==> src/vmul_pkg.sv <==
/*
 * vmul_pkg
 * widths, vector types and opcode fields shared by the vector integer multiply unit
 */
package vmul_pkg;

  ////////////////////////////////////////////////////////////
  // widths and vector types
  localparam int VLEN            = 128;
  localparam int XLEN            = 32;
  localparam int BYTE_LANES      = VLEN / 8;
  localparam int NUM_MUL8        = 64;  // four 4x4 tiles
  localparam int ROB_DEPTH_WIDTH = 4;

  typedef logic [VLEN-1:0]            vreg_t;
  typedef logic [2*VLEN-1:0]          wide_t;       // double-width element products
  typedef logic [XLEN-1:0]            xreg_t;
  typedef logic [ROB_DEPTH_WIDTH-1:0] rob_entry_t;
  typedef logic [BYTE_LANES-1:0]      byte_mask_t;  // one bit per byte lane
  typedef logic [15:0]                pp_t;         // 8x8 partial product
  typedef pp_t [NUM_MUL8-1:0]         pp_array_t;

  ////////////////////////////////////////////////////////////
  // instruction fields
  typedef logic [5:0] funct6_t;
  typedef logic [2:0] funct3_t;

  localparam funct3_t OPIVV = 3'b000;
  localparam funct3_t OPMVV = 3'b010;
  localparam funct3_t OPIVX = 3'b100;
  localparam funct3_t OPMVX = 3'b110;

  localparam funct6_t VMULHU  = 6'b100100;
  localparam funct6_t VMUL    = 6'b100101;
  localparam funct6_t VMULHSU = 6'b100110;
  localparam funct6_t VMULH   = 6'b100111;
  localparam funct6_t VSMUL   = 6'b100111;  // OPI space, same code as vmulh
  localparam funct6_t VWMULU  = 6'b111000;
  localparam funct6_t VWMULSU = 6'b111010;
  localparam funct6_t VWMUL   = 6'b111011;

  ////////////////////////////////////////////////////////////
  // element width, anything else runs as EEW8
  typedef logic [2:0] eew_t;

  localparam eew_t EEW8  = 3'd0;
  localparam eew_t EEW16 = 3'd1;
  localparam eew_t EEW32 = 3'd2;

  // fixed-point rounding mode
  typedef logic [1:0] vxrm_t;

  localparam vxrm_t RNU = 2'd0;  // round to nearest up
  localparam vxrm_t RNE = 2'd1;  // round to nearest even
  localparam vxrm_t RDN = 2'd2;  // truncate
  localparam vxrm_t ROD = 2'd3;  // jam to odd

endpackage

==> src/vmul_combine.sv <==
/*
 * vmul_combine
 * sums registered byte products into exact 2*SEW element products
 */
`timescale 1ns/1ps

module vmul_combine (
  input  vmul_pkg::eew_t      eew_d1,
  input  vmul_pkg::pp_array_t products_d1,
  input  logic                src2_signed_d1,
  input  logic                src1_signed_d1,
  output vmul_pkg::wide_t     full_product
);

  logic [63:0] elem_sum;

  // element of nbytes starting at byte lane base
  function automatic logic [63:0] elem_product(input vmul_pkg::pp_array_t pp,
                                               input int base, input int nbytes,
                                               input logic s2, input logic s1);
    logic [63:0] sum;
    logic [63:0] term;
    logic        ext;
    int          idx;
    sum = '0;
    for (int y = 0; y < 4; y++) begin
      for (int x = 0; x < 4; x++) begin
        if (x < nbytes && y < nbytes) begin
          idx  = (base / 4) * 16 + (base % 4 + y) * 4 + base % 4 + x;
          // a term is signed when it holds the top byte of a signed operand
          ext  = pp[idx][15] & (((x == nbytes - 1) & s2) | ((y == nbytes - 1) & s1));
          term = {{48{ext}}, pp[idx]};
          sum  = sum + (term << (8 * (x + y)));
        end
      end
    end
    return sum;
  endfunction

  always_comb begin
    full_product = '0;
    elem_sum     = '0;
    case (eew_d1)
      vmul_pkg::EEW16: begin
        for (int e = 0; e < 8; e++) begin
          elem_sum = elem_product(products_d1, 2 * e, 2, src2_signed_d1, src1_signed_d1);
          full_product[32*e +: 32] = elem_sum[31:0];
        end
      end
      vmul_pkg::EEW32: begin
        for (int e = 0; e < 4; e++) begin
          elem_sum = elem_product(products_d1, 4 * e, 4, src2_signed_d1, src1_signed_d1);
          full_product[64*e +: 64] = elem_sum;
        end
      end
      default: begin
        for (int e = 0; e < 16; e++) begin
          full_product[16*e +: 16] = products_d1[(e / 4) * 16 + (e % 4) * 5];  // diagonal
        end
      end
    endcase
  end

endmodule

==> config.mk <==
export PLATFORM = sky130hd
export DESIGN_NAME = vmul_combine
export DESIGN_NICKNAME = d
export VERILOG_FILES = /design/src/vmul_pkg.sv /design/src/vmul_combine.sv
export SDC_FILE = /design/constraint.sdc
export NUM_CORES = 2
export LEC_CHECK = 0
export BUFFER_PORTS_ARGS = -buffer_cell sky130_fd_sc_hd__buf_2
export CORE_AREA = 2 2 504 506
export DETAILED_ROUTE_END_ITERATION = 10
export DIE_AREA = 0 0 506 508
export SYNTH_ARGS = -nofsm -noshare
export SYNTH_HDL_FRONTEND = slang
export SYNTH_SLANG_ARGS = --single-unit
==> constraint.sdc <==
create_clock -name vclk -period 88.2
set_input_delay 17.64 -clock vclk [all_inputs]
set_output_delay 17.64 -clock vclk [all_outputs]
set_load 0.005 [all_outputs]
* Yosys cells after proc, flatten, opt, wreduce, memory -nomap -nowiden
Index checks and enable logic that the tools add are counted.
** Storage, ports and cells
- Memories :: 0
- Input port bits :: 1029
- Flip-flop bits (word level) :: 0
- Bits in latches :: 0
- Output and inout port bits :: 256
- Word-level logic and storage cells :: 203
- RAM bits :: 0
- ROM bits :: 0
** Operators by class
- Bitwise operators :: 32
- Reductions and logical operators :: 0
- Shift-type cells :: 0
- Order comparisons :: 0
- Multiply operators :: 0
- Equal/unequal tests :: 2
- Divide/modulo/power cells :: 0
- Muxes and demuxes :: 85
- Add/sub/neg operators :: 84
** Operators by type and width (number)
- two-way mux 64 bit :: 60
- adder 64 bit :: 28
- adder 32 bit :: 24
- adder 64 x 32 -> 64 bit :: 12
- two-way mux 32 bit :: 24
- adder 64 x 24 -> 64 bit :: 8
- adder 64 x 40 -> 64 bit :: 8
- one-hot mux 256 bit (2 select lines) :: 1
- adder 64 x 48 -> 64 bit :: 4
- AND 1 bit :: 32
- equality test 3 x 1 -> 1 bit, second input constant :: 1
- equality test 3 x 2 -> 1 bit, second input constant :: 1

* Depth between registers and ports, before layout
- Depth in word-level cells :: 32
- Gate-level depth with buffers :: 122
- Mapped depth without buffers :: 122

* Worst setup path before layout
Ideal clock, no wire load.
- Path kind :: input to output
- Start :: input products_d1[777] (netlist bit)
- End :: output full_product[255]
- Data arrival time :: 37.267 ns
- Data required time :: 70.560 ns
- Buffers on the path :: 0
- Path slack :: 33.293 ns
- Stages :: 110
- Path through :: ha_1 > a21o_1 > a21oi_1 > o21bai_1 > a21oi_1 > o21bai_1 > a21oi_1 > nor2b_1 > o21ai_0 > xnor2_1 > ha_1 > a21o_1 > a21o_1 > a21o_1 > a21oi_1 > nor2b_1 > o21a_1 > o21ai_0 > [74 not listed] > o21ai_0 > nor3b_1 > a31o_2 > ha_1 > nor2b_1 > o21a_1 > o21ai_0 > nand2b_1 > a21oi_1 > xnor2_1 > xnor2_1 > xnor2_1 > xnor2_1 > xnor2_1 > xnor3_1 > xnor3_1 > o22ai_1 > xor2_1
** On the way
- Cells in the longest elaborated chain, start to end :: 31
** Ends and longest elaborated chain
- start, declared :: RTL line vmul_combine.sv:9 : input vmul_pkg::pp_array_t products_d1,
- two-way mux 64 bit :: RTL line vmul_combine.sv:43 : case (eew_d1)
- adder 64 x 24 -> 64 bit :: RTL line vmul_combine.sv:33 : sum = sum + (term << (8 * (x + y)));
- two-way mux 64 bit :: RTL line vmul_combine.sv:43
- adder 64 x 32 -> 64 bit :: RTL line vmul_combine.sv:33
- two-way mux 64 bit :: RTL line vmul_combine.sv:43
- adder 64 bit :: RTL line vmul_combine.sv:33
- two-way mux 64 bit :: RTL line vmul_combine.sv:43
- adder 64 x 24 -> 64 bit :: RTL line vmul_combine.sv:33
- [15 not listed]
- adder 64 bit :: RTL line vmul_combine.sv:33
- two-way mux 64 bit :: RTL line vmul_combine.sv:43
- adder 64 bit :: RTL line vmul_combine.sv:33
- two-way mux 64 bit :: RTL line vmul_combine.sv:43
- adder 64 bit :: RTL line vmul_combine.sv:33
- two-way mux 64 bit :: RTL line vmul_combine.sv:43
- adder 64 bit :: RTL line vmul_combine.sv:33
- one-hot mux 256 bit (2 select lines) :: RTL line vmul_combine.sv:43
- end, declared :: RTL line vmul_combine.sv:12 : output vmul_pkg::wide_t full_product
Every way passes these cells. The select of a mux whose other input is x is not followed.

* Worst setup path after layout
Same ends and word-level chain as after synthesis.

==> metrics <==
first-pass GRT wire length=481,000 um; crit path DAT=41.53 ns; Die W=506 um; HP Start=products_d1[516]; Worst setup SP type=input port; count leader, synth=ha_1; postcts setup bufs=0; relative slew slack=2.262%; Fmax=0.01690 GHz; DR DRC count=0; Final Slew Violations=0; share of layout cells above drive strength 1=12.33%; crit path max fanout=7; Max Cap Violations=0; Synth top cells by count=ha_1, xnor2_1, nor2_1; critical path class=input port to output port; final std cell area, no fill=0.08561 mm2; Hold Crit Class=input port to output port; crit end category=output port; CP required=70.56 ns; Synth area leader=ha_1; Clock buffer cells=0; Avg Vias per Cell=5.413; post-route setup TNS=0 ns; Setup-failing EPs final=0; Pre-Repair DR Iteration Count=6; yosys warns=0; Post-DP HPWL=299,900 um; die area=0.2570 mm2; CP max stage cell=o31ai_1; CP most frequent cell=xnor2_1; overall routing resource usage=24.47%; Final min period=59.17 ns; top cell type's share of synthesized area=23.86%; Post-DP Area=0.08540 mm2; Post-Route WL=334,500 um; Syn Std Cell Area=0.07552 mm2; global route total overflow=0; Final Wtd Congestion=1.007; Final Cycle Share=67.09%; RSZ-0062 raised after global routing=no; Post-Syn Area per Cell=7.038 um2; initial core utilization=29.93%; nets=14,350; core area=0.2523 mm2; status=complete, no violations; chip height=508 um; Area Overhead vs Synth=13.37%; Seq/Total Area, Yosys=0%; ranking of synthesized cells by area=ha_1, xnor2_1, a21oi_1, xor2_1, nor2_1; port bufs=1,221; max incr delay on CP=0.82 ns; post-synthesis net count=13,270; hold slack=35.28 ns; I/O Pins=1,285; Initial DRC Count=5,785; DR WL/cell=21.92 um; Vias=82,600; Post-CTS Resized=0; Tightest Pin Transition=1.459 ns; post-route ant nets=0; initial antenna violation count=182; Register Area=0 um2; Yosys cell types=125; Critical Path Start=products_d1[777]; post-cts hold buffer count=0; final hold violations=0; Rows=185; num sequential=0; synthesized instance count=10,730; pin count of the biggest net entering global routing=57; number of global-route vias before repair=75,940
layout by cell type, fill, tap and decap left out, types with 111 or more instances in the layout:
master    Yosys  layout
a21boi_0    135     135
xor2_1      511     511
nand2_1     843     841
ha_1       1440    1440
a211oi_1    111     111
nand2b_1    175     175
nand3_1     250     250
xnor2_1    1001    1001
a21oi_1     917     917
a21o_1      382     382
o21a_1      178     178
buf_2        10    1220
and2_1      142     141
nor3_1      297     297
nor2b_1     176     176
o21bai_1    170     170
nor2_1      990     989
inv_1       627     627
and3_1      111     111
o21ai_0     689     687
path summary, 6_finish.rpt:
kind / slack, ns / depth (start not counted) / to
max: 29.03 / 112 / full_product[255]
min: 35.28 / 0 / full_product[132]
cells by family after synthesis:
family          after synthesis  synth area share, %
fa+ha+maj                  1513                25.78
buf+inv                     811                4.207
compound gates             3328                28.65
simple gates               3526                23.08
mux                          30               0.4357
xor+xnor                   1523                17.85
through the flow:
stage / instances / util [%] / worst slack, ns
2_1_floorplan: 10730 / - / 33.29
3_3_place_gp: 15180 / 33.85 / 29.47
3_5_place_dp: 15180 / 33.85 / 29.23
4_1_cts: 15180 / 33.85 / 29.11
6_report: 15260 / 33.93 / 29.03
5_1_grt: 15220 / 33.89 / 27.11
per-layer routing:
metal  vias to the layer above  share of wire, %  track usage (%)
li1                      41360                 -                -
met1                     37940                43            31.30
met2                      2680                45            40.91
met3                       538               7.4            4.522
met4                        80               4.1            8.454
met5                         -              0.16                0
final cells by class:
class,instances,area (um2)
timing repair buffer,1263,6429
fill,27540,166700
inverter,627,2354
multi-input combinational,9920,72410
tap,3366,4212
antenna,84,210.2
critical path: cells and delay by family:
| kind | cells | cell delay [ns] |
|---|---|---|
| compound gates | 47 | 11.60 |
| xor+xnor | 17 | 3.05 |
| fa+ha+maj | 13 | 4.23 |
| buf+inv | 5 | 0.48 |
| mux | 1 | 0.25 |
| simple gates | 29 | 4.29 |
Power is not shown: default switching activity piles up to over one toggle a cycle in this logic, so the estimate is an artifact.
