## src/vmul_pkg.sv

```systemverilog
/*
 * vmul_pkg
 * widths, vector types and opcode fields shared by the vector integer multiply unit
 */
package vmul_pkg;

  ////////////////////////////////////////////////////////////
  // widths and vector types
  localparam int VLEN            = 128;
  localparam int XLEN            = 32;
  localparam int BYTE_LANES      = VLEN / 8;
  localparam int NUM_MUL8        = 64;  // four 4x4 tiles
  localparam int ROB_DEPTH_WIDTH = 4;

  typedef logic [VLEN-1:0]            vreg_t;
  typedef logic [2*VLEN-1:0]          wide_t;       // double-width element products
  typedef logic [XLEN-1:0]            xreg_t;
  typedef logic [ROB_DEPTH_WIDTH-1:0] rob_entry_t;
  typedef logic [BYTE_LANES-1:0]      byte_mask_t;  // one bit per byte lane
  typedef logic [15:0]                pp_t;         // 8x8 partial product
  typedef pp_t [NUM_MUL8-1:0]         pp_array_t;

  ////////////////////////////////////////////////////////////
  // instruction fields
  typedef logic [5:0] funct6_t;
  typedef logic [2:0] funct3_t;

  localparam funct3_t OPIVV = 3'b000;
  localparam funct3_t OPMVV = 3'b010;
  localparam funct3_t OPIVX = 3'b100;
  localparam funct3_t OPMVX = 3'b110;

  localparam funct6_t VMULHU  = 6'b100100;
  localparam funct6_t VMUL    = 6'b100101;
  localparam funct6_t VMULHSU = 6'b100110;
  localparam funct6_t VMULH   = 6'b100111;
  localparam funct6_t VSMUL   = 6'b100111;  // OPI space, same code as vmulh
  localparam funct6_t VWMULU  = 6'b111000;
  localparam funct6_t VWMULSU = 6'b111010;
  localparam funct6_t VWMUL   = 6'b111011;

  ////////////////////////////////////////////////////////////
  // element width, anything else runs as EEW8
  typedef logic [2:0] eew_t;

  localparam eew_t EEW8  = 3'd0;
  localparam eew_t EEW16 = 3'd1;
  localparam eew_t EEW32 = 3'd2;

  // fixed-point rounding mode
  typedef logic [1:0] vxrm_t;

  localparam vxrm_t RNU = 2'd0;  // round to nearest up
  localparam vxrm_t RNE = 2'd1;  // round to nearest even
  localparam vxrm_t RDN = 2'd2;  // truncate
  localparam vxrm_t ROD = 2'd3;  // jam to odd

endpackage

```

## src/vmul_decode.sv

```systemverilog
/*
 * vmul_decode
 * turns funct3/funct6 into operand selection, signedness and result-form flags,
 * plus the per-byte sign masks for the byte multiplier array
 */
`timescale 1ns/1ps

module vmul_decode (
  input  logic                 uop_valid,
  input  vmul_pkg::funct6_t    funct6,
  input  vmul_pkg::funct3_t    funct3,
  input  vmul_pkg::eew_t       eew,
  input  vmul_pkg::vreg_t      vs1_data,
  input  vmul_pkg::vreg_t      vs2_data,
  input  vmul_pkg::xreg_t      rs1_data,
  input  logic                 uop_index,
  output vmul_pkg::vreg_t      src2,
  output vmul_pkg::vreg_t      src1,
  output vmul_pkg::byte_mask_t src2_sign_mask,
  output vmul_pkg::byte_mask_t src1_sign_mask,
  output logic                 src2_signed,
  output logic                 src1_signed,
  output logic                 is_widen,
  output logic                 keep_low,
  output logic                 is_vsmul
);

  localparam int HALF = vmul_pkg::VLEN / 2;

  logic                 opm;
  logic                 opi;
  logic                 scalar;
  logic                 high_op;
  vmul_pkg::vreg_t      bcast;
  vmul_pkg::byte_mask_t top_bytes;
  vmul_pkg::vreg_t      vs2_half;
  vmul_pkg::vreg_t      vs1_half;

  // opcode class
  always_comb begin
    opm      = uop_valid && (funct3 == vmul_pkg::OPMVV || funct3 == vmul_pkg::OPMVX);
    opi      = uop_valid && (funct3 == vmul_pkg::OPIVV || funct3 == vmul_pkg::OPIVX);
    scalar   = funct3 == vmul_pkg::OPMVX || funct3 == vmul_pkg::OPIVX;
    high_op  = funct6 inside {vmul_pkg::VMULH, vmul_pkg::VMULHU, vmul_pkg::VMULHSU};
    is_widen = opm && (funct6 inside {vmul_pkg::VWMUL, vmul_pkg::VWMULU, vmul_pkg::VWMULSU});
    is_vsmul = opi;  // whole OPI space maps to vsmul
    keep_low = opm && !is_widen && !high_op;  // unknown funct6 runs as vmul
    src2_signed = opi || (opm && !(funct6 inside {vmul_pkg::VMULHU, vmul_pkg::VWMULU}));
    src1_signed = opi || (opm && !(funct6 inside {vmul_pkg::VMULHU, vmul_pkg::VMULHSU,
                                                   vmul_pkg::VWMULU, vmul_pkg::VWMULSU}));
  end

  // scalar broadcast and element top-byte pattern
  always_comb begin
    case (eew)
      vmul_pkg::EEW16: begin
        bcast     = {8{rs1_data[15:0]}};
        top_bytes = 16'haaaa;
      end
      vmul_pkg::EEW32: begin
        bcast     = {4{rs1_data}};
        top_bytes = 16'h8888;
      end
      default: begin
        bcast     = {16{rs1_data[7:0]}};
        top_bytes = 16'hffff;
      end
    endcase
  end

  // widening takes one 64-bit half, zero-extended
  assign vs2_half = uop_index ? {{HALF{1'b0}}, vs2_data[vmul_pkg::VLEN-1:HALF]}
                              : {{HALF{1'b0}}, vs2_data[HALF-1:0]};
  assign vs1_half = uop_index ? {{HALF{1'b0}}, vs1_data[vmul_pkg::VLEN-1:HALF]}
                              : {{HALF{1'b0}}, vs1_data[HALF-1:0]};

  always_comb begin
    src2 = '0;
    src1 = '0;
    if (opm || opi) begin
      src2 = is_widen ? vs2_half : vs2_data;
      if (scalar) begin
        src1 = bcast;
      end else begin
        src1 = is_widen ? vs1_half : vs1_data;
      end
    end
  end

  assign src2_sign_mask = src2_signed ? top_bytes : '0;
  assign src1_sign_mask = src1_signed ? top_bytes : '0;

endmodule

```

## config.mk

```make
export PLATFORM = sky130hd
export DESIGN_NAME = vmul_decode
export DESIGN_NICKNAME = d
export VERILOG_FILES = /design/src/vmul_pkg.sv /design/src/vmul_decode.sv
export SDC_FILE = /design/constraint.sdc
export NUM_CORES = 1
export LEC_CHECK = 0
export ABC_AREA = 1
export BUFFER_PORTS_ARGS = -buffer_cell sky130_fd_sc_hd__buf_2
export CAP_MARGIN = 40
export CORE_AREA = 3 3 232 234
export DETAILED_ROUTE_END_ITERATION = 10
export DIE_AREA = 0 0 235 237
export SYNTH_ARGS = -nofsm -noshare
export SYNTH_HDL_FRONTEND = slang
export SYNTH_SLANG_ARGS = --single-unit
```

## constraint.sdc

```tcl
create_clock -name vclk -period 2
set_input_delay 0.3 -clock vclk [all_inputs]
set_output_delay 0.3 -clock vclk [all_outputs]
set_load 0.05 [all_outputs]
```

# --- Word level (Yosys, flattened, before mapping) ---
# Index checks and enable logic that the tools add are counted.
totals:
  reg_bits: 0
  inputBits: 302
  out_inout_bits: 293
  wordCells: 44
op_classes:
  n_mux: 11
  n_reduce_logical: 22
  n_eq_ne: 11
op_table:
  columns: ["cell", "n"]
  rows:
  - ["$mux 128", 5]
  - ["$pmux 128 s2", 1]
  - ["$mux 64", 2]
  - ["$eq 6x6->1 const B", 6]
  - ["$mux 16", 2]
  - ["$pmux 15 s2", 1]
  - ["$logic_and 1x1->1", 7]
  - ["$eq 3x2->1 const B", 2]
  - ["$eq 3x3->1 const B", 2]
  - ["$logic_or 1x1->1", 6]
  - ["$reduce_bool 3->1", 2]
  - ["$logic_not 1->1", 4]
  - ["$reduce_bool 4->1", 1]
  - ["$eq 3x1->1 const B", 1]
  - ["$logic_not 3->1", 1]
  - ["$reduce_bool 2->1", 1]

# --- Depth between registers and ports, before layout ---
depth:
  ltp_word: 7
  ltp_mapped: 11
  depth_no_buf: 10

# --- Least setup slack after synthesis ---
# Ideal clock, no wire load.
synth_timing:
  path_type: "input to output"
  startpoint: "input port funct3[0]"
  endpoint: "output port src2_sign_mask[10]"
  setup_slack_ns: -1.435
  t_arrival_ns: 3.135
  required_ns: 1.700
  stages: 8
  cell_sequence: "inv_2 nand2_4 nor2_1 inv_1 nand2_1 inv_1 nor2_1 buf_4"
synth_lines:
  columns: ["item", "line_no", "source"]
  rows:
  - ["start, declared", "vmul_decode.sv:11", "input vmul_pkg::funct3_t funct3,"]
  - ["$eq 3x3->1 or $logic_not 3->1 (tied branches)", "vmul_decode.sv:42", "opi = uop_valid && (funct3 == vmul_pkg::OPIVV || funct3 == vmul_pkg::OPIVX);"]
  - ["$logic_or 1x1->1 *", "vmul_decode.sv:42", null]
  - ["$logic_and 1x1->1 *", "vmul_decode.sv:42", null]
  - ["via is_vsmul", "vmul_decode.sv:25", "output logic is_vsmul"]
  - ["$logic_or 1x1->1 *", "vmul_decode.sv:48", "src2_signed = opi || (opm && !(funct6 inside {vmul_pkg::VMULHU, vmul_pkg::VWMULU}));"]
  - ["via src2_signed", "vmul_decode.sv:21", "output logic src2_signed,"]
  - ["$mux 16 *", "vmul_decode.sv:90", "assign src2_sign_mask = src2_signed ? top_bytes : '0;"]
  - ["end, declared", "vmul_decode.sv:19", "output vmul_pkg::byte_mask_t src2_sign_mask,"]
# The timed path passes the listed nets; every way through them passes the cells marked *.

# --- Final worst setup path ---
layout_timing:
  startpoint: "input port funct6[2]"
  endpoint: "output port src2[43]"
layout_between:
  elab_chain_cells: 5
layout_lines:
  columns: ["item", "line_no", "source"]
  rows:
  - ["start, declared", "vmul_decode.sv:10", "input vmul_pkg::funct6_t funct6,"]
  - ["$eq 6x6->1", "vmul_decode.sv:45", "is_widen = opm && (funct6 inside {vmul_pkg::VWMUL, vmul_pkg::VWMULU, vmul_pkg::VWMULSU});"]
  - ["$reduce_bool 3->1 *", "vmul_decode.sv:45", null]
  - ["$logic_and 1x1->1 *", "vmul_decode.sv:45", null]
  - ["$mux 128 *", "vmul_decode.sv:81", "src2 = is_widen ? vs2_half : vs2_data;"]
  - ["$mux 128 *", "vmul_decode.sv:80", "if (opm || opi) begin"]
  - ["end, declared", "vmul_decode.sv:17", "output vmul_pkg::vreg_t src2,"]
# Every way passes the cells marked *; elsewhere a longest branch is shown, timed or not.

==> impl_metrics.py <==
metrics = {
    "run_status": {
        "status": "finished with violations",
        "violations": "setup timing",
    },
    "grt": {
        "grt.overflow.total": 0,
        "grt_util_met1": 0.209,
        "grt.total_usage": 0.152,
        "grt_max_degree": 43,
        "grt-busiest-layer": "met2",
        "grtUsageMet3": 0.0289,
        "grt_antenna_before_repair": 22,
        "grt_pass1_wl_um": 64800,
        "met2_usage": 0.254,
        "grt_pass1_vias": 9585,
    },
    "route": {
        "vias": 11040,
        "ant_nets": 0,
        "drtIter0Drc": 712,
        "wire_per_inst_um": 19.2,
        "drc": 0,
        "drt_pass1_iterations": 5,
        "wirelength_um": 49900,
        "vias_per_cell": 4.24,
    },
    "timing": {
        "finalHoldViolCount": 0,
        "worst_pin_slew_ns": 0.442,
        "finalHoldWorstSlack_ns": 0.951,
        "final.min_clock_period_ns": 2.13,
        "finalSetupViolations": 145,
        "fin_ws_ns": -0.132,
        "rsz0062_at_grt": "yes",
        "slew_violations": 0,
        "fin_crit_sh": 1.07,
        "slew-limit-headroom": 0.706,
        "max_freq_mhz": 469,
        "finalSetupTns_ns": -7.70,
    },
    "worst_hold_path": {
        "worstHoldPathCells": 4,
        "holdCritStartpoint": "vs2_data[116]",
        "min_path_type": "primary input to output port",
        "hold_end": "src2[116]",
    },
    "floorplanning": {
        "die_w_um": 235,
        "io-pin-count": 595,
        "design.core.area_um2": 52200,
        "start_util": 0.105,
        "die_h_um": 237,
        "rows": 84,
        "die_area_um2": 55700,
    },
    "synth": {
        "avgSynthCellArea_um2": 4.31,
        "syn-cell-area_um2": 5510,
        "syn-num-nets": 1580,
        "syn_inst": 1278,
        "ys_warn_count": 0,
        "synth_top_area_frac": 0.324,
        "ys_seq_area_frac": 0,
        "ys_types": 23,
        "synth_top_area_cell": "nand2_1",
        "synthTopCellsByArea": "nand2_1 (32%), nor2_1 (18%), a21oi_1 (9.6%)",
    },
    "power": {
        "peakVddDrop_v": 0.000162,
        "p_leak_uw": 0.00707,
        "p_per_area_nw_per_um2": 243,
    },
    "finish": {
        "num-fill-cells": 5774,
        "syn2layout_area_growth_pct": 150,
        "final_nets": 2206,
        "register_area_um2": 0,
        "final_common_cell": "nand2_1",
        "seq_cell_count": 0,
        "layout_common_cells": "nand2_1 (403), buf_2 (369), buf_6 (188)",
        "drive_gt1_frac": 0.590,
        "clock_buffers": 0,
    },
    "place": {
        "dp_hpwl_um": 38100,
        "gp_congestion": 0.973,
        "portBuffers": 595,
    },
    "setup_path": {
        "path_class": "primary input to output port",
        "start_kind": "primary input",
        "end_kind": "output port",
        "cp_max_fo": 7,
        "arrival_ns": 1.83,
        "cp.required_ns": 1.70,
    },
    "cts": {
        "ctsHoldBuffers": 0,
    },
    "flow_run": {
        "maxCapViolCount": 0,
    },
}
## layout make-up
cell class | instances | area (um2) | share of cell area
diodes | 11 | 27.5 | 0.00200
inverters | 123 | 507 | 0.0368
multi-input cells | 1034 | 5780 | 0.419
well taps | 688 | 861 | 0.0625
repair buffers | 745 | 6600 | 0.479
## worst max-delay path, cell delays in order
cell and delay (ns):
buf_6 0.09, inv_2 0.05, nand2_2 0.07, nor2_4 0.16, nand3_4 0.13, nor2_4 0.15
buf_12 0.17, inv_8 0.07, buf_12 0.15, clkbuf_16 0.18, nor2_4 0.09, nor2_2 0.05
buf_6 0.16
## how the worst max path moves through the flow
stage | from | to | slack, ns | cells after the start
2_1_floorplan | eew[0] | src1[29] | -0.10 | 9
3_3_place_gp | funct3[0] | src1[121] | -0.29 | 9
3_5_place_dp | funct3[0] | src1[121] | -0.27 | 9
4_1_cts | funct3[0] | src2[57] | -0.13 | 11
5_1_grt | funct6[2] | src2[2] | -0.20 | 13
6_report | funct6[2] | src2[43] | -0.13 | 13
## per-layer routing
metal,up-vias,wire length (um)
li1,5206,-
met1,5127,21400
met2,600,23300
met3,95,4110
met4,12,1060
met5,-,72
## timing repair
action / 4_1_cts / 5_1_grt
resized for setup: 388 / 440
buffers inserted: 3 / 2
endpoints found under the setup margin: 266 / 278
pin swaps: 14 / 56
cloned: 8 / 13
## Yosys cell counts (2+ instances only)
library cell    n
nand2_1       476
clkbuf_1       30
inv_1         113
nand4_1        16
buf_2          46
buf_4          40
o21ai_0        61
a21oi_1       106
o21ai_1        52
nand3_1        42
buf_6           4
clkinv_1        2
nor2_1        262
nand3_2         2
nor2_4          2
nor2_2          3
inv_2           7
a21oi_2         8
nand2_4         2
## metrics by stage
stage | setup WS, ns | utilization | cell area [um2] | power [uW] | std cells
6_report | -0.132 | 0.264 | 13800 | 3350 | 2601
5_1_grt | -0.199 | 0.263 | 13800 | 3530 | 2594
4_1_cts | -0.130 | 0.233 | 12200 | 3120 | 2577
3_5_place_dp | -0.271 | 0.205 | 10700 | 2890 | 2566
3_3_place_gp | -0.292 | 0.205 | 10700 | 2890 | 2566
2_1_floorplan | -0.103 | - | 5940 | 1820 | 1278
## where the power goes
| part | total, uW | internal [uW] | switching (uW) |
|---|---|---|---|
| clock network | 0.000741 | 0.000741 | 0 |
| registers | 0 | 0 | 0 |
| logic | 3350 | 1160 | 2190 |
## cell families (layout without fill, tap and decap cells)
family / after synthesis / after routing / share of synthesized area
simple gates: 806 / 806 / 0.577
buf+inv: 244 / 868 / 0.210
compound gates: 228 / 228 / 0.213
other cells: 0 / 11 / 0
No activity file was read; power rests on OpenSTA's default activity.
